<file path="src/include/harness_macros.svh">
//----------------------------------------------------------
// Harness constants
// Widths, depths, latency, region and host register codes
//----------------------------------------------------------
`ifndef HARNESS_MACROS_SVH
`define HARNESS_MACROS_SVH

`define HARNESS_ADDR_W      20
`define HARNESS_DATA_W      32
`define HARNESS_MEM_WORDS   1024
`define HARNESS_MEM_LAT     2
`define HARNESS_RESP_DEPTH  4
`define HARNESS_NUM_HARTS   4
`define HARNESS_NUM_EN      8

// Top address bits select the target
`define HARNESS_REGION_W    2
`define HARNESS_REGION_MEM  2'b00
`define HARNESS_REGION_HOST 2'b01

// Host address fields
`define HARNESS_REG_W       4
`define HARNESS_HART_W      2
`define HARNESS_REG_ENABLE  4'd0
`define HARNESS_REG_FINISH  4'd1

`endif

</file>
<file path="src/hw/harness_pkg.sv">
//----------------------------------------------------------
// Harness types
// Command, response, loader record and enable formats
//----------------------------------------------------------
`include "harness_macros.svh"

package harness_pkg;

  typedef enum logic {op_read = 1'b0, op_write = 1'b1} opcode_e;

  // Loader record kinds
  localparam logic [1:0] nbf_write_c  = 2'd0;
  localparam logic [1:0] nbf_fence_c  = 2'd1;
  localparam logic [1:0] nbf_finish_c = 2'd2;

  typedef struct packed {
    logic [`HARNESS_REGION_W-1:0]                  region;
    logic [`HARNESS_ADDR_W-`HARNESS_REGION_W-1:0]  offset;
  } mem_addr_s;

  typedef struct packed {
    logic [`HARNESS_REGION_W-1:0] region;
    logic [`HARNESS_ADDR_W-`HARNESS_REGION_W-`HARNESS_REG_W-`HARNESS_HART_W-1:0] rsvd;
    logic [`HARNESS_REG_W-1:0]    reg_idx;
    logic [`HARNESS_HART_W-1:0]   hart;
  } host_addr_s;

  // Same address word, seen by memory or by the host block
  typedef union packed {
    mem_addr_s  mem_addr;
    host_addr_s host_addr;
  } addr_u;

  typedef struct packed {
    opcode_e                    opcode;
    addr_u                      addr;
    logic [`HARNESS_DATA_W-1:0] data;
  } cmd_s;

  typedef struct packed {
    opcode_e                    opcode;
    addr_u                      addr;
    logic [`HARNESS_DATA_W-1:0] data;
    logic                       err;
  } resp_s;

  typedef struct packed {
    logic [1:0]                 kind;
    addr_u                      addr;
    logic [`HARNESS_DATA_W-1:0] data;
  } nbf_s;

  typedef struct packed {
    logic icache;
    logic dcache;
    logic lce;
    logic cce;
    logic dram;
    logic vm;
    logic cmt;
    logic profile;
  } enable_s;

endpackage

</file>
<file path="src/hw/nbf_loader.sv">
//----------------------------------------------------------
// NBF boot loader
// Issues load writes, fences on outstanding responses and
// raises a sticky done flag on the finish record
//----------------------------------------------------------
`timescale 1ns/100ps
`include "harness_macros.svh"

module nbf_loader
  (
    input  logic              clk_i,
    input  logic              reset_i,
    input  harness_pkg::nbf_s nbf_i,
    input  logic              nbf_v_i,
    output logic              nbf_ready_o,
    output harness_pkg::cmd_s cmd_o,
    output logic              cmd_v_o,
    input  logic              cmd_ready_i,
    input  logic              resp_v_i,
    output logic              done_o
  );

  localparam int cnt_w = $clog2(`HARNESS_RESP_DEPTH + 1);

  logic             done_r;
  logic [cnt_w-1:0] out_cnt_r;
  logic             drained;
  logic             cmd_fire;
  logic             nbf_fire;

  assign drained  = (out_cnt_r == '0);
  assign cmd_fire = cmd_v_o & cmd_ready_i;
  assign nbf_fire = nbf_v_i & nbf_ready_o;
  assign done_o   = done_r;

  assign cmd_o.opcode = harness_pkg::op_write;
  assign cmd_o.addr   = nbf_i.addr;
  assign cmd_o.data   = nbf_i.data;

  always_comb
  begin
    cmd_v_o     = 1'b0;
    nbf_ready_o = 1'b0;
    if (!done_r)
    begin
      case (nbf_i.kind)
        harness_pkg::nbf_write_c:
        begin
          cmd_v_o     = nbf_v_i;
          nbf_ready_o = cmd_ready_i;
        end
        harness_pkg::nbf_fence_c, harness_pkg::nbf_finish_c:
          nbf_ready_o = drained;
        // Unknown kinds are consumed and dropped
        default:
          nbf_ready_o = 1'b1;
      endcase
    end
  end

  always_ff @(posedge clk_i)
  begin
    if (reset_i)
    begin
      done_r    <= 1'b0;
      out_cnt_r <= '0;
    end
    else
    begin
      out_cnt_r <= out_cnt_r + cnt_w'(cmd_fire) - cnt_w'(resp_v_i);
      if (nbf_fire && nbf_i.kind == harness_pkg::nbf_finish_c)
        done_r <= 1'b1;
    end
  end

endmodule

</file>
<file path="config.mk">
export PLATFORM = sky130hd
export DESIGN_NAME = nbf_loader
export DESIGN_NICKNAME = d
export VERILOG_FILES = /design/src/hw/harness_pkg.sv /design/src/hw/nbf_loader.sv
export VERILOG_INCLUDE_DIRS = /design/src /design/src/include
export SDC_FILE = /design/constraint.sdc
export NUM_CORES = 1
export LEC_CHECK = 0
export CAP_MARGIN = 15
export CORE_MARGIN = 10
export CORE_UTILIZATION = 37
export CTS_CLUSTER_SIZE = 24
export DETAILED_ROUTE_END_ITERATION = 7
export DONT_BUFFER_PORTS = 1
export PLACE_DENSITY_LB_ADDON = 0.3
export SYNTH_ARGS = -nofsm -noshare
export SYNTH_HDL_FRONTEND = slang
export SYNTH_SLANG_ARGS = --single-unit
</file>
<file path="constraint.sdc">
create_clock -name clk_i -period 3.3 [get_ports clk_i]
set_input_delay 0.33 -clock clk_i [delete_from_list [all_inputs] [get_ports clk_i]]
set_output_delay 0.33 -clock clk_i [all_outputs]
set_load 0.03 [all_outputs]
</file>
==> results.sh <==
export IMPL_startpoint_type="flip-flop"
export IMPL_dr_pass1_iters=1
export IMPL_fin_nets=97
export IMPL_period_minus_slack_ps=2090
export IMPL_netlist_area_sq_um=686
export IMPL_rsz0062_at_grt="no"
export IMPL_routabilityCongestion=0.655
export IMPL_htree_levels=1
export IMPL_p_clk_frac=0.324
export IMPL_synth_top_cell_by_area="buf_4"
export IMPL_die_h_um=63.0
export IMPL_worst_slew_pin_slew_ps=694
export IMPL_vdd_drop_max_uv=360
export IMPL_wl_per_cell_um=19.9
export IMPL_final_hold_viol_count=0
export IMPL_crit_path_end_kind="flip-flop"
export IMPL_synth_seq_cells=4
export IMPL_dieWidth_um=63.0
export IMPL_slew_violations=0
export IMPL_crit_required_ps=3470
export IMPL_cts_setup_buffers=0
export IMPL_via_count=263
export IMPL_via_per_inst=4.78
export IMPL_fmax_mhz=478
export IMPL_seq_area_frac_synth=0.117
export IMPL_power_switching_mw=0.0540
export IMPL_drive_gt1_frac=0.200
export IMPL_core_sq_mm=0.00175
export IMPL_synth_cells=80
export IMPL_slew_headroom=0.539
export IMPL_area_growth_pct=-50.2
export IMPL_diodes=0
export IMPL_grt_max_degree=7
export IMPL_drv_cap=0
export IMPL_clk_pin_slew_ps=40
export IMPL_wl_um=1090
export IMPL_fin_setup_tns_ps=0
export IMPL_ys_warn_count=0
export IMPL_grt_pass1_vias=295
export IMPL_ctsResizeCount=0
export IMPL_seqPwrFrac=0.353
export IMPL_cts_buffer_depth=2
export IMPL_setup_viol=0
export IMPL_drtIter0Drc=0
export IMPL_portBuffers=0
export IMPL_clk_latency_ps=240
export IMPL_p_int_mw=0.137
export IMPL_post_synth_cell_area_avg_sq_um=8.57
export IMPL_netlist_top_cells_area="buf_4, dfxtp_1, ha_1, xnor3_4, fa_1"
export IMPL_worstPathMaxFanout=6
export IMPL_synthDominantCellAreaShare=0.580
export IMPL_worst_slack_ps=1210
export IMPL_power_density_mw_per_mm2=560
export IMPL_std_cell_rows=15
export IMPL_p_leak_nw=0.151
export IMPL_crit_type="reg -> reg"
export IMPL_cts_tree="done"
export IMPL_skew_ps=6.54
export IMPL_overflow=0
export IMPL_post_route_drc_count=0
export IMPL_start_util=0.393
export IMPL_cts_hold_buffers=0
export IMPL_drt_antenna_violating_nets=0
export IMPL_swShare=0.282
export IMPL_num_io_pins=115
export IMPL_hold_path_class="in -> reg"
export IMPL_period_share=0.634
export IMPL_clkSinkCount=4
export IMPL_dieArea_sq_mm=0.00397
export IMPL_cts_inserted_buffers=3
export IMPL_ys_types=15
export IMPL_synthesis_nets=145
export IMPL_antenna_found_initial=0
export IMPL_combPwrFrac=0.323
export IMPL_grt_pass1_wl_um=1600
export IMPL_dp_slack_ps=1220
export IMPL_detailed_place_hpwl_um=889
export IMPL_grt_usage=0.0539
export IMPL_critPathArrivalTime_ps=2260
export IMPL_cts_root_buf="clkbuf_4"
export IMPL_status="finished clean"
## synthesized netlist by cell type
cell / number
xnor3_4: 1
fa_1: 1
and3b_1: 1
a21oi_1: 3
or4b_4: 1
nand4b_1: 1
nor2_1: 2
inv_1: 4
a211oi_2: 1
buf_4: 53
a211oi_1: 1
ha_1: 5
conb_1: 1
nor2b_1: 1
dfxtp_1: 4
## critical path, stage by stage, from the launching register on
cell	delay, ps
dfxtp_1	600
nand4b_1	190
ha_1	240
inv_1	60
ha_1	130
inv_1	50
fa_1	370
xnor3_4	310
nor2_1	90
## area by class of cell
type	count	area, sq um
Fill cell	196	1400
Multi-Input combinational cell	19	193
Sequential cell	4	80.1
Tap cell	25	31.3
Clock buffer	3	22.5
Inverter	4	15.0
## routing by layer
metal,track usage,wire (um),part of all wire
met3,0.0681,277,0.25
met4,0.0838,137,0.13
met1,0.0358,285,0.26
met2,0.0584,394,0.36
met5,0,0,0
## power groups by stage
| stage | Sequential (mW) | Combinational (mW) | Clock (mW) |
|---|---|---|---|
| 3_5_place_dp | 0.0687 | 0.0626 | 0 |
| 4_1_cts | 0.0679 | 0.0629 | 0.0665 |
| 2_1_floorplan | 0.0665 | 0.176 | 0 |
| 5_1_grt | 0.0688 | 0.0672 | 0.0711 |
| 6_report | 0.0676 | 0.0617 | 0.0620 |
| 3_3_place_gp | 0.0690 | 0.0628 | 0 |
## final timing paths
| path | start | slack (ps) | cells past startpoint | endpoint |
|---|---|---|---|---|
| min reg2reg | out_cnt_r[0]$_SDFF_PP0_ | 550 | 2 | done_o$_SDFFE_PP0P_ |
| min | reset_i | 150 | 1 | done_o$_SDFFE_PP0P_ |
| max reg2reg | done_o$_SDFFE_PP0P_ | 1210 | 8 | out_cnt_r[2]$_SDFF_PP0_ |
| max | done_o$_SDFFE_PP0P_ | 1210 | 8 | out_cnt_r[2]$_SDFF_PP0_ |
## registers in the layout, summed over array words and instances, names as in the netlist
name and flops:
done_o 1, out_cnt_r 3
## logic make-up (layout without fill, tap and decap cells)
logic type,Yosys count,after routing,share of synthesized area
buffers and inverters,57,7,0.602
flip-flops,4,4,0.117
other,1,1,0.00547
XOR/XNOR,1,1,0.0383
AND/OR/NAND/NOR,6,6,0.0657
AO/OA/AOI/OAI,5,5,0.0511
adder cells (fa/ha/maj),6,6,0.120
## cell usage in the layout, fill, tap and decap left out
| cell | synthesis | routed |
|---|---|---|
| ha_1 | 5 | 5 |
| dfxtp_1 | 4 | 4 |
| fa_1 | 1 | 1 |
| nand4b_1 | 1 | 1 |
| and3b_1 | 1 | 1 |
| a211oi_1 | 1 | 1 |
| inv_1 | 4 | 4 |
| a21oi_1 | 3 | 3 |
| nor2_1 | 2 | 2 |
| or4b_4 | 1 | 1 |
| nor2b_1 | 1 | 1 |
| clkbuf_4 | 0 | 3 |
| conb_1 | 1 | 1 |
| a211oi_2 | 1 | 1 |
| xnor3_4 | 1 | 1 |
## metrics by stage
stage	hold slack [ps]	area (sq um)	util	instances	total power, mW
3_3_place_gp	396	319	0.183	52	0.132
5_1_grt	137	342	0.196	55	0.207
2_1_floorplan	395	686	-	80	0.242
6_report	152	342	0.196	55	0.191
4_1_cts	141	342	0.196	55	0.197
3_5_place_dp	399	319	0.183	52	0.131
(Power assumes the default switching activity.)
