===== src/include/harness_macros.svh =====
//----------------------------------------------------------
// Harness constants
// Widths, depths, latency, region and host register codes
//----------------------------------------------------------
`ifndef HARNESS_MACROS_SVH
`define HARNESS_MACROS_SVH

`define HARNESS_ADDR_W      20
`define HARNESS_DATA_W      32
`define HARNESS_MEM_WORDS   1024
`define HARNESS_MEM_LAT     2
`define HARNESS_RESP_DEPTH  4
`define HARNESS_NUM_HARTS   4
`define HARNESS_NUM_EN      8

// Top address bits select the target
`define HARNESS_REGION_W    2
`define HARNESS_REGION_MEM  2'b00
`define HARNESS_REGION_HOST 2'b01

// Host address fields
`define HARNESS_REG_W       4
`define HARNESS_HART_W      2
`define HARNESS_REG_ENABLE  4'd0
`define HARNESS_REG_FINISH  4'd1

`endif


===== src/hw/harness_pkg.sv =====
//----------------------------------------------------------
// Harness types
// Command, response, loader record and enable formats
//----------------------------------------------------------
`include "harness_macros.svh"

package harness_pkg;

  typedef enum logic {op_read = 1'b0, op_write = 1'b1} opcode_e;

  // Loader record kinds
  localparam logic [1:0] nbf_write_c  = 2'd0;
  localparam logic [1:0] nbf_fence_c  = 2'd1;
  localparam logic [1:0] nbf_finish_c = 2'd2;

  typedef struct packed {
    logic [`HARNESS_REGION_W-1:0]                  region;
    logic [`HARNESS_ADDR_W-`HARNESS_REGION_W-1:0]  offset;
  } mem_addr_s;

  typedef struct packed {
    logic [`HARNESS_REGION_W-1:0] region;
    logic [`HARNESS_ADDR_W-`HARNESS_REGION_W-`HARNESS_REG_W-`HARNESS_HART_W-1:0] rsvd;
    logic [`HARNESS_REG_W-1:0]    reg_idx;
    logic [`HARNESS_HART_W-1:0]   hart;
  } host_addr_s;

  // Same address word, seen by memory or by the host block
  typedef union packed {
    mem_addr_s  mem_addr;
    host_addr_s host_addr;
  } addr_u;

  typedef struct packed {
    opcode_e                    opcode;
    addr_u                      addr;
    logic [`HARNESS_DATA_W-1:0] data;
  } cmd_s;

  typedef struct packed {
    opcode_e                    opcode;
    addr_u                      addr;
    logic [`HARNESS_DATA_W-1:0] data;
    logic                       err;
  } resp_s;

  typedef struct packed {
    logic [1:0]                 kind;
    addr_u                      addr;
    logic [`HARNESS_DATA_W-1:0] data;
  } nbf_s;

  typedef struct packed {
    logic icache;
    logic dcache;
    logic lce;
    logic cce;
    logic dram;
    logic vm;
    logic cmt;
    logic profile;
  } enable_s;

endpackage


===== src/hw/host_regs.sv =====
//----------------------------------------------------------
// Host register block
// Feature enable bits and sticky per-hart finish flags
//----------------------------------------------------------
`timescale 1ns/100ps
`include "harness_macros.svh"

module host_regs
  (
    input  logic                          clk_i,
    input  logic                          reset_i,
    input  harness_pkg::cmd_s             cmd_i,
    input  logic                          cmd_v_i,
    output logic                          cmd_ready_o,
    output harness_pkg::resp_s            resp_o,
    output logic                          resp_v_o,
    input  logic                          resp_ready_i,
    output harness_pkg::enable_s          enable_o,
    output logic [`HARNESS_NUM_HARTS-1:0] finish_o
  );

  harness_pkg::host_addr_s       haddr;
  logic                          cmd_fire;
  logic                          is_enable;
  logic                          is_finish;
  logic                          is_write;
  logic [`HARNESS_DATA_W-1:0]    rd_data;
  harness_pkg::enable_s          enable_r;
  logic [`HARNESS_NUM_HARTS-1:0] finish_r;
  harness_pkg::resp_s            resp_r;
  logic                          resp_v_r;

  assign haddr     = cmd_i.addr.host_addr;
  assign is_enable = (haddr.reg_idx == `HARNESS_REG_ENABLE);
  assign is_finish = (haddr.reg_idx == `HARNESS_REG_FINISH);
  assign is_write  = (cmd_i.opcode == harness_pkg::op_write);

  // One request at a time until its response is taken
  assign cmd_ready_o = ~resp_v_r;
  assign cmd_fire    = cmd_v_i & cmd_ready_o;

  // Finish reads return the whole flag vector
  always_comb
  begin
    rd_data = '0;
    if (is_enable)
      rd_data[`HARNESS_NUM_EN-1:0] = enable_r;
    else if (is_finish)
      rd_data[`HARNESS_NUM_HARTS-1:0] = finish_r;
  end

  always_ff @(posedge clk_i)
  begin
    if (reset_i)
    begin
      enable_r <= '0;
      finish_r <= '0;
      resp_v_r <= 1'b0;
    end
    else
    begin
      if (cmd_fire && is_write && is_enable)
        enable_r <= harness_pkg::enable_s'(cmd_i.data[`HARNESS_NUM_EN-1:0]);
      if (cmd_fire && is_write && is_finish)
        finish_r[haddr.hart] <= 1'b1;
      if (cmd_fire)
        resp_v_r <= 1'b1;
      else if (resp_ready_i)
        resp_v_r <= 1'b0;
    end
  end

  // Writes answer with zero data
  always_ff @(posedge clk_i)
  begin
    if (cmd_fire)
      resp_r <= '{opcode: cmd_i.opcode,
                  addr:   cmd_i.addr,
                  data:   is_write ? '0 : rd_data,
                  err:    ~(is_enable | is_finish)};
  end

  assign resp_o   = resp_r;
  assign resp_v_o = resp_v_r;
  assign enable_o = enable_r;
  assign finish_o = finish_r;

endmodule


===== config.mk =====
export PLATFORM = sky130hd
export DESIGN_NAME = host_regs
export DESIGN_NICKNAME = d
export VERILOG_FILES = /design/src/hw/harness_pkg.sv /design/src/hw/host_regs.sv
export VERILOG_INCLUDE_DIRS = /design/src /design/src/include
export SDC_FILE = /design/constraint.sdc
export NUM_CORES = 1
export LEC_CHECK = 0
export ABC_AREA = 1
export BUFFER_PORTS_ARGS = -buffer_cell sky130_fd_sc_hd__buf_2
export CORE_MARGIN = 5
export CORE_UTILIZATION = 37
export DETAILED_ROUTE_END_ITERATION = 8
export PLACE_DENSITY = 0.75
export SLEW_MARGIN = 20
export SYNTH_ARGS = -nofsm -noshare
export SYNTH_HDL_FRONTEND = slang
export SYNTH_SLANG_ARGS = --single-unit

===== constraint.sdc =====
create_clock -name clk_i -period 1.2 [get_ports clk_i]
set_input_delay 0.18 -clock clk_i [delete_from_list [all_inputs] [get_ports clk_i]]
set_output_delay 0.18 -clock clk_i [all_outputs]
set_load 0.05 [all_outputs]

==> impl_metrics.xml <==
<?xml version="1.0" encoding="UTF-8"?>
<metrics>
  <group name="clocking">
    <metric name="cts.root.buffer_cell" unit="">sky130_fd_sc_hd__clkbuf_8</metric>
    <metric name="cts_htree_levels" unit="">2</metric>
    <metric name="path_clk_slew" unit="ps">80</metric>
    <metric name="cts_inserted_buffers" unit="">5</metric>
    <metric name="clk-insertion-delay-late" unit="ps">290</metric>
    <metric name="cts_hold_buffers" unit="">0</metric>
    <metric name="ctsLongestPathBuffers" unit="">2</metric>
    <metric name="cts_tree" unit="">yes</metric>
    <metric name="cts.sinks" unit="">43</metric>
  </group>
  <group name="timing">
    <metric name="timing.fmax" unit="MHz">880</metric>
    <metric name="final.min_clock_period" unit="ps">1140</metric>
    <metric name="final-setup-viol-count" unit="">0</metric>
    <metric name="setup_total_negative_slack" unit="ps">0</metric>
    <metric name="timing_max_transition_violations_final" unit="">0</metric>
    <metric name="finalClockSkew" unit="ps">5.20</metric>
    <metric name="finalHoldViolCount" unit="">0</metric>
    <metric name="rsz0062_at_grt" unit="">no</metric>
    <metric name="timing.final.crit_share" unit="%">94.7</metric>
  </group>
  <group name="cells_and_area">
    <metric name="nNetsFinal" unit="">313</metric>
    <metric name="final-instance-count-excl-fill" unit="">324</metric>
    <metric name="antenna_cells" unit="">0</metric>
    <metric name="area.growth.synth_to_final" unit="%">29.7</metric>
    <metric name="fill_cells" unit="">443</metric>
    <metric name="layout-drive-gt1-share" unit="%">46.3</metric>
  </group>
  <group name="synthesis">
    <metric name="synthCells" unit="">169</metric>
    <metric name="synth_top_cell_area_share" unit="%">48.5</metric>
    <metric name="synth-warning-count" unit="">0</metric>
    <metric name="synth-seq-area-share" unit="%">62.5</metric>
    <metric name="synth_top_flop_cell" unit="">sky130_fd_sc_hd__edfxtp_1</metric>
    <metric name="ys_seq_elements" unit="">43</metric>
    <metric name="synth_top_area_cell" unit="">sky130_fd_sc_hd__edfxtp_1</metric>
    <metric name="synth_most_common_cell" unit="">sky130_fd_sc_hd__edfxtp_1</metric>
    <metric name="avgSynthCellArea" unit="µm²">11.0</metric>
    <metric name="synthTopCellsByCount" unit="">sky130_fd_sc_hd__edfxtp_1, sky130_fd_sc_hd__inv_1, sky130_fd_sc_hd__buf_4, sky130_fd_sc_hd__nand2_1, sky130_fd_sc_hd__nor2_2</metric>
    <metric name="synth-edff-count" unit="">30</metric>
    <metric name="synthArstFlopShare" unit="%">0</metric>
    <metric name="synthesis.area" unit="µm²">1860</metric>
    <metric name="synthDistinctLibCells" unit="">20</metric>
    <metric name="yosys-top-cells-area" unit="">sky130_fd_sc_hd__edfxtp_1, sky130_fd_sc_hd__dfxtp_1, sky130_fd_sc_hd__buf_4</metric>
  </group>
  <group name="grt">
    <metric name="grt_antenna_before_repair" unit="">0</metric>
    <metric name="grt_pass1_wl" unit="mm">5.66</metric>
    <metric name="grt.overflow.total" unit="">0</metric>
    <metric name="grt_max_degree" unit="">32</metric>
    <metric name="global_route.usage.total" unit="%">11.6</metric>
    <metric name="vias_in_the_first_global_route" unit="">1194</metric>
  </group>
  <group name="worst_setup_path">
    <metric name="worstSetupStartpointType" unit="">flop</metric>
    <metric name="worstPathArrival" unit="ps">960</metric>
    <metric name="critPathRequiredTime" unit="ps">1020</metric>
    <metric name="worst_setup_path_end_kind" unit="">primary output</metric>
    <metric name="critPathKind" unit="">reg -&gt; out</metric>
    <metric name="critical_path.max_fanout" unit="">4</metric>
  </group>
  <group name="route">
    <metric name="drc" unit="">0</metric>
    <metric name="wl" unit="mm">3.72</metric>
    <metric name="avgViaCountPerCell" unit="">4.02</metric>
    <metric name="first_pass_iters" unit="">4</metric>
    <metric name="routed-via-count" unit="">1304</metric>
    <metric name="ant_nets" unit="">0</metric>
    <metric name="first_iter_violations" unit="">48</metric>
    <metric name="route.detailed.wl_per_inst" unit="µm">11.5</metric>
  </group>
  <group name="die">
    <metric name="chipWidth" unit="µm">80.9</metric>
    <metric name="die-area" unit="µm²">6540</metric>
    <metric name="die-height" unit="µm">80.9</metric>
    <metric name="fp-row-count" unit="">25</metric>
    <metric name="start_util" unit="%">38.8</metric>
    <metric name="floorplan.core_area" unit="µm²">4790</metric>
    <metric name="io_pins" unit="">125</metric>
  </group>
  <group name="status">
    <metric name="run_status" unit="">complete, no violations</metric>
  </group>
  <group name="placed_design">
    <metric name="numPortBuffers" unit="">76</metric>
    <metric name="placed_cells_incl_taps" unit="">311</metric>
    <metric name="place_congestion" unit="">0.702</metric>
    <metric name="dpl_wire_length" unit="mm">2.85</metric>
  </group>
  <group name="power">
    <metric name="peakVddDrop" unit="mV">0.511</metric>
    <metric name="power.density" unit="nW/µm²">1490</metric>
    <metric name="cellLeakagePower" unit="nW">1.12</metric>
  </group>
  <group name="worst_hold_path">
    <metric name="hold_path.class" unit="">in -&gt; reg</metric>
  </group>
  <group name="run">
    <metric name="maxCapViolCount" unit="">0</metric>
  </group>
</metrics>
## final timing paths
kind / from / endpoint / slack [ps] / depth (start not counted)
worst max-delay path: resp_v_o / cmd_ready_o / 60 / 2
worst min-delay path: cmd_i[48] / resp_o[49] / 60 / 1
worst max register to register: resp_v_o / enable_o[3] / 70 / 6
worst min register to register: finish_o[0] / finish_o[0] / 470 / 2
## kinds of logic (layout without fill, tap and decap cells)
logic type	after synthesis	in the layout	synth area share (%)
other	1	24	0.202
AOI/OAI and AO/OA	9	9	2.56
and+or+nand+nor	61	61	18.2
DFF	43	43	62.5
buffers and inverters	55	120	16.6
## power by group
group	switching, mW	internal, mW
logic	0.525	0.108
clock network	0.460	0.831
registers	0.0178	1.66
total	1.00	2.60
## sequential cells by signal, summed over array words and instances, names as in the netlist
name / cells
enable_o: 8
finish_o: 4
resp_o: 30
resp_v_o: 1
## critical path: stages, from the launching register on
cell and delay (ps):
sky130_fd_sc_hd__dfxtp_4 370, sky130_fd_sc_hd__inv_8 50, sky130_fd_sc_hd__buf_2 250
## what timing repair did
item | in CTS | in global routing
gates resized for setup | 0 | 1
setup buffers | 0 | 5
setup endpoints to repair | 0 | 6
## stage by stage
step                      utilization (%)  hold slack (ps)  area, µm²  setup WS, ps  power (mW)
after floorplan                         -              249       1960          5.71        2.26
final                                50.4             64.1       2410          63.5        3.60
after global routing                 50.4             36.0       2410          10.3        3.77
after detailed placement             46.7              359       2240          62.7        2.34
after global placement               46.7              357       2240          67.7        2.33
after CTS                            49.5             55.6       2370          43.9        3.64
## cell usage in the layout (no fill, tap or decap), types with 5 or more instances in the layout
| master | instances |
|---|---|
| sky130_fd_sc_hd__conb_1 | 24 |
| sky130_fd_sc_hd__inv_1 | 25 |
| sky130_fd_sc_hd__nor2_2 | 17 |
| sky130_fd_sc_hd__nand2_1 | 19 |
| sky130_fd_sc_hd__nand3_1 | 9 |
| sky130_fd_sc_hd__nor2_1 | 8 |
| sky130_fd_sc_hd__buf_2 | 76 |
| sky130_fd_sc_hd__edfxtp_1 | 30 |
| sky130_fd_sc_hd__dfxtp_1 | 12 |
| sky130_fd_sc_hd__clkbuf_8 | 5 |
| sky130_fd_sc_hd__buf_4 | 6 |
## per-layer routing
layer	part of all wire (%)	wire length, µm	track usage [%]
met3	13	482	4.66
met5	0	0	0
met4	1.7	65	5.07
met2	47	1740	20.3
met1	38	1430	12.2
## cell type report
class,count,area (µm²),share of cell area [%]
clock buffers,6,72.6,3.01
clock inverters,2,60.1,2.49
inverters,30,125,5.19
multi-input cells,94,478,19.8
flip-flops and latches,43,1160,48.3
well taps,67,83.8,3.48
repair buffers,82,425,17.7
(Power assumes the default switching activity.)
