`config.mk`:
```
export PLATFORM = sky130hd
export DESIGN_NAME = io_router
export DESIGN_NICKNAME = d
export VERILOG_FILES = /design/src/hw/harness_pkg.sv /design/src/hw/io_router.sv
export VERILOG_INCLUDE_DIRS = /design/src /design/src/include
export SDC_FILE = /design/constraint.sdc
export NUM_CORES = 1
export LEC_CHECK = 0
export CAP_MARGIN = 20
export CORE_AREA = 2 2 152 154
export CTS_CLUSTER_DIAMETER = 150
export DETAILED_ROUTE_END_ITERATION = 8
export DIE_AREA = 0 0 154 156
export DONT_BUFFER_PORTS = 1
export MAX_ROUTING_LAYER = met4
export PLACE_DENSITY = 0.35
export SLEW_MARGIN = 5
export SYNTH_ARGS = -nofsm -noshare
export SYNTH_HDL_FRONTEND = slang
export SYNTH_SLANG_ARGS = --single-unit
```
`constraint.sdc`:
```
create_clock -name clk_i -period 2.15 [get_ports clk_i]
set_input_delay 0.3225 -clock clk_i [delete_from_list [all_inputs] [get_ports clk_i]]
set_output_delay 0.3225 -clock clk_i [all_outputs]
set_load 0.03 [all_outputs]
```
`src/include/harness_macros.svh`:
```
//----------------------------------------------------------
// Harness constants
// Widths, depths, latency, region and host register codes
//----------------------------------------------------------
`ifndef HARNESS_MACROS_SVH
`define HARNESS_MACROS_SVH

`define HARNESS_ADDR_W      20
`define HARNESS_DATA_W      32
`define HARNESS_MEM_WORDS   1024
`define HARNESS_MEM_LAT     2
`define HARNESS_RESP_DEPTH  4
`define HARNESS_NUM_HARTS   4
`define HARNESS_NUM_EN      8

// Top address bits select the target
`define HARNESS_REGION_W    2
`define HARNESS_REGION_MEM  2'b00
`define HARNESS_REGION_HOST 2'b01

// Host address fields
`define HARNESS_REG_W       4
`define HARNESS_HART_W      2
`define HARNESS_REG_ENABLE  4'd0
`define HARNESS_REG_FINISH  4'd1

`endif

```
`src/hw/harness_pkg.sv`:
```
//----------------------------------------------------------
// Harness types
// Command, response, loader record and enable formats
//----------------------------------------------------------
`include "harness_macros.svh"

package harness_pkg;

  typedef enum logic {op_read = 1'b0, op_write = 1'b1} opcode_e;

  // Loader record kinds
  localparam logic [1:0] nbf_write_c  = 2'd0;
  localparam logic [1:0] nbf_fence_c  = 2'd1;
  localparam logic [1:0] nbf_finish_c = 2'd2;

  typedef struct packed {
    logic [`HARNESS_REGION_W-1:0]                  region;
    logic [`HARNESS_ADDR_W-`HARNESS_REGION_W-1:0]  offset;
  } mem_addr_s;

  typedef struct packed {
    logic [`HARNESS_REGION_W-1:0] region;
    logic [`HARNESS_ADDR_W-`HARNESS_REGION_W-`HARNESS_REG_W-`HARNESS_HART_W-1:0] rsvd;
    logic [`HARNESS_REG_W-1:0]    reg_idx;
    logic [`HARNESS_HART_W-1:0]   hart;
  } host_addr_s;

  // Same address word, seen by memory or by the host block
  typedef union packed {
    mem_addr_s  mem_addr;
    host_addr_s host_addr;
  } addr_u;

  typedef struct packed {
    opcode_e                    opcode;
    addr_u                      addr;
    logic [`HARNESS_DATA_W-1:0] data;
  } cmd_s;

  typedef struct packed {
    opcode_e                    opcode;
    addr_u                      addr;
    logic [`HARNESS_DATA_W-1:0] data;
    logic                       err;
  } resp_s;

  typedef struct packed {
    logic [1:0]                 kind;
    addr_u                      addr;
    logic [`HARNESS_DATA_W-1:0] data;
  } nbf_s;

  typedef struct packed {
    logic icache;
    logic dcache;
    logic lce;
    logic cce;
    logic dram;
    logic vm;
    logic cmt;
    logic profile;
  } enable_s;

endpackage

```
`src/hw/io_router.sv`:
```
//----------------------------------------------------------
// Address router
// Picks loader or processor, decodes the region and keeps
// responses in command order across destinations
//----------------------------------------------------------
`timescale 1ns/100ps
`include "harness_macros.svh"

module io_router
  (
    input  logic               clk_i,
    input  logic               reset_i,
    input  logic               done_i,
    input  harness_pkg::cmd_s  load_cmd_i,
    input  logic               load_cmd_v_i,
    output logic               load_cmd_ready_o,
    output logic               load_resp_v_o,
    input  harness_pkg::cmd_s  proc_cmd_i,
    input  logic               proc_cmd_v_i,
    output logic               proc_cmd_ready_o,
    output harness_pkg::resp_s proc_resp_o,
    output logic               proc_resp_v_o,
    input  logic               proc_resp_ready_i,
    output harness_pkg::cmd_s  mem_cmd_o,
    output logic               mem_cmd_v_o,
    input  logic               mem_cmd_ready_i,
    input  harness_pkg::resp_s mem_resp_i,
    input  logic               mem_resp_v_i,
    output logic               mem_resp_ready_o,
    output harness_pkg::cmd_s  host_cmd_o,
    output logic               host_cmd_v_o,
    input  logic               host_cmd_ready_i,
    input  harness_pkg::resp_s host_resp_i,
    input  logic               host_resp_v_i,
    output logic               host_resp_ready_o
  );

  localparam logic [1:0] dst_mem_c  = 2'd0;
  localparam logic [1:0] dst_host_c = 2'd1;
  localparam logic [1:0] dst_err_c  = 2'd2;
  localparam int         cnt_w      = $clog2(`HARNESS_RESP_DEPTH + 2);

  harness_pkg::cmd_s  cmd;
  logic               cmd_v;
  logic [1:0]         dst;
  logic               dst_ready;
  logic               blocked;
  logic               cmd_fire;
  logic [1:0]         last_dst_r;
  logic [cnt_w-1:0]   out_cnt_r;
  harness_pkg::resp_s err_resp_r;
  logic               err_v_r;
  harness_pkg::resp_s resp;
  logic               resp_v;
  logic               resp_ready;
  logic               resp_fire;

  assign cmd   = done_i ? proc_cmd_i : load_cmd_i;
  assign cmd_v = done_i ? proc_cmd_v_i : load_cmd_v_i;

  // Region field sits in the same bits of both views
  always_comb
  begin
    case (cmd.addr.mem_addr.region)
      `HARNESS_REGION_MEM:  dst = dst_mem_c;
      `HARNESS_REGION_HOST: dst = dst_host_c;
      default:              dst = dst_err_c;
    endcase
  end

  always_comb
  begin
    case (dst)
      dst_mem_c:  dst_ready = mem_cmd_ready_i;
      dst_host_c: dst_ready = host_cmd_ready_i;
      default:    dst_ready = ~err_v_r;
    endcase
  end

  // Switching target waits until the previous one has drained
  assign blocked  = (out_cnt_r != '0) && (dst != last_dst_r);
  assign cmd_fire = cmd_v & dst_ready & ~blocked;

  assign load_cmd_ready_o = ~done_i & dst_ready & ~blocked;
  assign proc_cmd_ready_o = done_i & dst_ready & ~blocked;

  assign mem_cmd_o    = cmd;
  assign mem_cmd_v_o  = cmd_v & ~blocked & (dst == dst_mem_c);
  assign host_cmd_o   = cmd;
  assign host_cmd_v_o = cmd_v & ~blocked & (dst == dst_host_c);

  // Only the last target can hold pending responses
  always_comb
  begin
    case (last_dst_r)
      dst_mem_c:
      begin
        resp   = mem_resp_i;
        resp_v = mem_resp_v_i;
      end
      dst_host_c:
      begin
        resp   = host_resp_i;
        resp_v = host_resp_v_i;
      end
      default:
      begin
        resp   = err_resp_r;
        resp_v = err_v_r;
      end
    endcase
  end

  // Loader is a sink that never stalls
  assign resp_ready        = done_i ? proc_resp_ready_i : 1'b1;
  assign resp_fire         = resp_v & resp_ready;
  assign mem_resp_ready_o  = resp_ready & (last_dst_r == dst_mem_c);
  assign host_resp_ready_o = resp_ready & (last_dst_r == dst_host_c);

  assign proc_resp_o   = resp;
  assign proc_resp_v_o = done_i & resp_v;
  assign load_resp_v_o = ~done_i & resp_v;

  always_ff @(posedge clk_i)
  begin
    if (reset_i)
    begin
      last_dst_r <= dst_mem_c;
      out_cnt_r  <= '0;
      err_v_r    <= 1'b0;
    end
    else
    begin
      out_cnt_r <= out_cnt_r + cnt_w'(cmd_fire) - cnt_w'(resp_fire);
      if (cmd_fire)
        last_dst_r <= dst;
      if (cmd_fire && dst == dst_err_c)
        err_v_r <= 1'b1;
      else if (resp_fire && last_dst_r == dst_err_c)
        err_v_r <= 1'b0;
    end
  end

  always_ff @(posedge clk_i)
  begin
    if (cmd_fire && dst == dst_err_c)
      err_resp_r <= '{opcode: cmd.opcode, addr: cmd.addr, data: '0, err: 1'b1};
  end

endmodule

```
==> flow_metrics.py <==
metrics = {
    "run_status": {
        "run_status": "finished clean",
    },
    "detailed_routing": {
        "vias": 2504,
        "finalWirelength_mm": 12.85,
        "drtPass1Iterations": 4,
        "avgViaCountPerCell": 4.013,
        "antenna_left": 0,
        "drc": 0,
        "drt-initial-drc-count": 101,
        "wl_per_cell_um": 20.59,
    },
    "die": {
        "pin_count": 392,
        "die_y_um": 156,
        "dieArea_um2": 24020,
        "core_area_um2": 22370,
        "die_w_um": 154,
        "std_cell_rows": 55,
        "start_util_pct": 13.58,
    },
    "placed_design": {
        "portBuffers": 0,
        "placed_cell_area_um2": 3521,
        "pre_cts_ws_ns": -0.03095,
        "dp_hpwl_mm": 11.12,
        "gp_congestion": 0.7748,
    },
    "synth": {
        "synth_cell_types": 30,
        "syn-mean-instance-area_um2": 9.038,
        "synthesis.area_um2": 3037,
        "syn_inst": 336,
        "ys_warn_count": 0,
        "syn-num-nets": 563,
        "yosysSeqAreaShare_pct": 24.72,
        "ys_ff_latch": 27,
    },
    "global_routing": {
        "grt_start_max_net_pins": 58,
        "grt_usage_pct": 9.732,
        "grt_pass1_wl_mm": 16.39,
        "antenna_found_initial": 1,
        "overflow": 0,
        "grt_pass1_vias": 2449,
    },
    "critical_path": {
        "cp_slowest_cell": "dfxtp_4",
        "cp_max_fo": 5,
        "crit_start": "last_dst_r[0]",
        "cp-start-kind": "register",
        "cp_common_cell": "buf_4",
        "max_stage_delay_ns": 0.37,
        "critPathTopFamily": "buffers and inverters",
        "r2r_start": "last_dst_r[0]",
        "path_cells": "buf_4, xnor2_1, o31ai_4, buf_4, nand2_1, nor3_1, buf_4",
        "setup.worst_path.class": "reg -> out",
        "cp.required_ns": 1.83,
        "cp_num_buf_inv": 3,
        "arrival_ns": 1.77,
        "setup.worst_path.end_class": "output port",
    },
    "cts": {
        "clockBufferDepth": 2,
        "cts_buffers": 3,
        "clk_pin_slew_ns": 0.08,
        "cts_tree": "yes",
        "ctsHtreeMaxLevel": 1,
        "clock_sinks": 27,
        "clock_latency_ns": 0.27,
        "clockRootBuffer": "clkbuf_16",
    },
    "worst_hold_path": {
        "min_from": "reset_i",
        "min_path_type": "in -> reg",
    },
    "timing": {
        "tightest_slew_ns": 0.5598,
        "fin_crit_sh_pct": 97.37,
        "min_period_ns": 2.093,
        "skew_ns": 0.003578,
        "relSlewSlack_pct": 62.54,
        "setup_violations": 0,
        "timing.fmax_mhz": 477.7,
        "hold_ws_ns": 0.1104,
        "rsz0062_at_grt": "yes",
        "fin_ws_ns": 0.05659,
        "report.final.slew_viol_count": 0,
        "hold_violations": 0,
    },
    "power_and_ir_drop": {
        "leakagePower_nw": 1.267,
        "power.density_nw_per_um2": 929.7,
        "vdd_drop_max_mv": 0.2390,
    },
    "finish": {
        "area_growth_pct": 18.99,
        "fill_cells": 2504,
        "stdcell_area_um2": 3613,
        "finalNetCount": 566,
        "layout-drive-gt1-share_pct": 42.90,
    },
    "run": {
        "cap_violations": 0,
    },
}
[cell type report]
cell class              instances  area [um2]  area share (%)
repair buffers                 74       580.6           16.07
clock inverters                 1       7.507          0.2078
well taps                     285       356.6           9.868
flip-flops and latches         27       755.7           20.91
multi-input cells             224        1802           49.86
inverters                       9       33.78          0.9349
diodes                          1       2.502         0.06925
clock buffers                   3       75.07           2.078
[cells in the mapped netlist, drive strengths merged]
cell type / instances / area share, %
mux2: 54 / 20
nand3b: 1 / 0.37
edfxtp: 21 / 21
o31ai: 1 / 0.70
nor3b: 1 / 0.25
o32a: 1 / 0.33
nor2: 43 / 5.3
dfxtp: 6 / 4.0
o21ai: 23 / 3.8
nor2b: 5 / 1.0
o2bb2ai: 1 / 0.29
nand2b: 2 / 0.41
clkbuf: 11 / 1.4
xnor2: 3 / 0.87
nand3: 1 / 0.16
fa: 1 / 0.66
inv: 9 / 1.1
buf: 65 / 15
a211o: 1 / 0.29
nor3: 2 / 0.33
ha: 2 / 0.82
nand2: 24 / 3.0
a21oi: 2 / 0.33
mux2i: 56 / 19
[cells by family (layout without fill, tap and decap cells)]
logic type               Yosys count  after routing  share of synthesized area, %
adder cells (fa/ha/maj)            3              3                         1.483
flip-flops                        27             27                         24.72
AND/OR/NAND/NOR                   79             79                         10.84
multiplexers                     110            110                         38.73
other                              0              1                             0
XOR/XNOR                           3              3                        0.8654
buffers and inverters             85             87                         17.63
AO/OA/AOI/OAI                     29             29                         5.727
[repair_timing]
action / CTS / global route
buffers inserted: 1 / 0
setup endpoints to repair: 2 / 5
hold buffers: 0 / 0
resized for setup: 0 / 1
pin swaps: 0 / 5
gates cloned: 0 / 0
[power by group]
part	switching [mW]	leakage, nW	internal [mW]
registers	0.0525	0.244	0.669
logic	1.46	0.986	0.726
clock network	0.201	0.0371	0.254
total	1.71	1.27	1.65
[routing by layer]
layer  vias up  routed length, um  track usage [%]
met2       237               6888            18.71
li1       1115                  -                -
met3        19                989            1.306
met4         0                374            4.005
met1      1133               4600            9.931
met5         -                  0                -
[sequential cells by signal (all words and copies together) (netlist names)]
signal	cells
err_v_r	1
out_cnt_r	3
last_dst_r	2
err_resp_r	21
[placed cells by master, fill, tap and decap left out, types with 2 or more instances in the layout]
cell       instances
nor3_1             2
mux2_2            52
mux2_4             2
clkbuf_16          3
nand2_1           24
buf_4             72
inv_1              6
nor2b_1            5
inv_2              3
mux2i_1           55
edfxtp_1          21
dfxtp_1            4
xnor2_1            2
o21ai_0           21
buf_12             2
nor2_1            43
nand2b_1           2
[stage by stage]
step	std cells	total power, mW	utilization, %	setup TNS [ns]
after floorplan	336	2.424	-	0
after global placement	618	2.935	15.74	-0.01015
after detailed placement	618	2.940	15.74	-0.03095
after CTS	623	3.414	16.15	0
after global routing	624	3.547	16.16	-0.1839
final	624	3.360	16.16	0
[worst paths after layout]
| kind | endpoint | slack [ns] | cells after the start |
|---|---|---|---|
| worst min-delay path | out_cnt_r[2] | 0.11 | 1 |
| worst max register to register | out_cnt_r[2] | 0.08 | 11 |
| worst max-delay path | mem_cmd_v_o | 0.06 | 7 |
| worst min register to register | err_v_r | 0.54 | 2 |
Note: power is estimated with default switching activity, not from simulation.
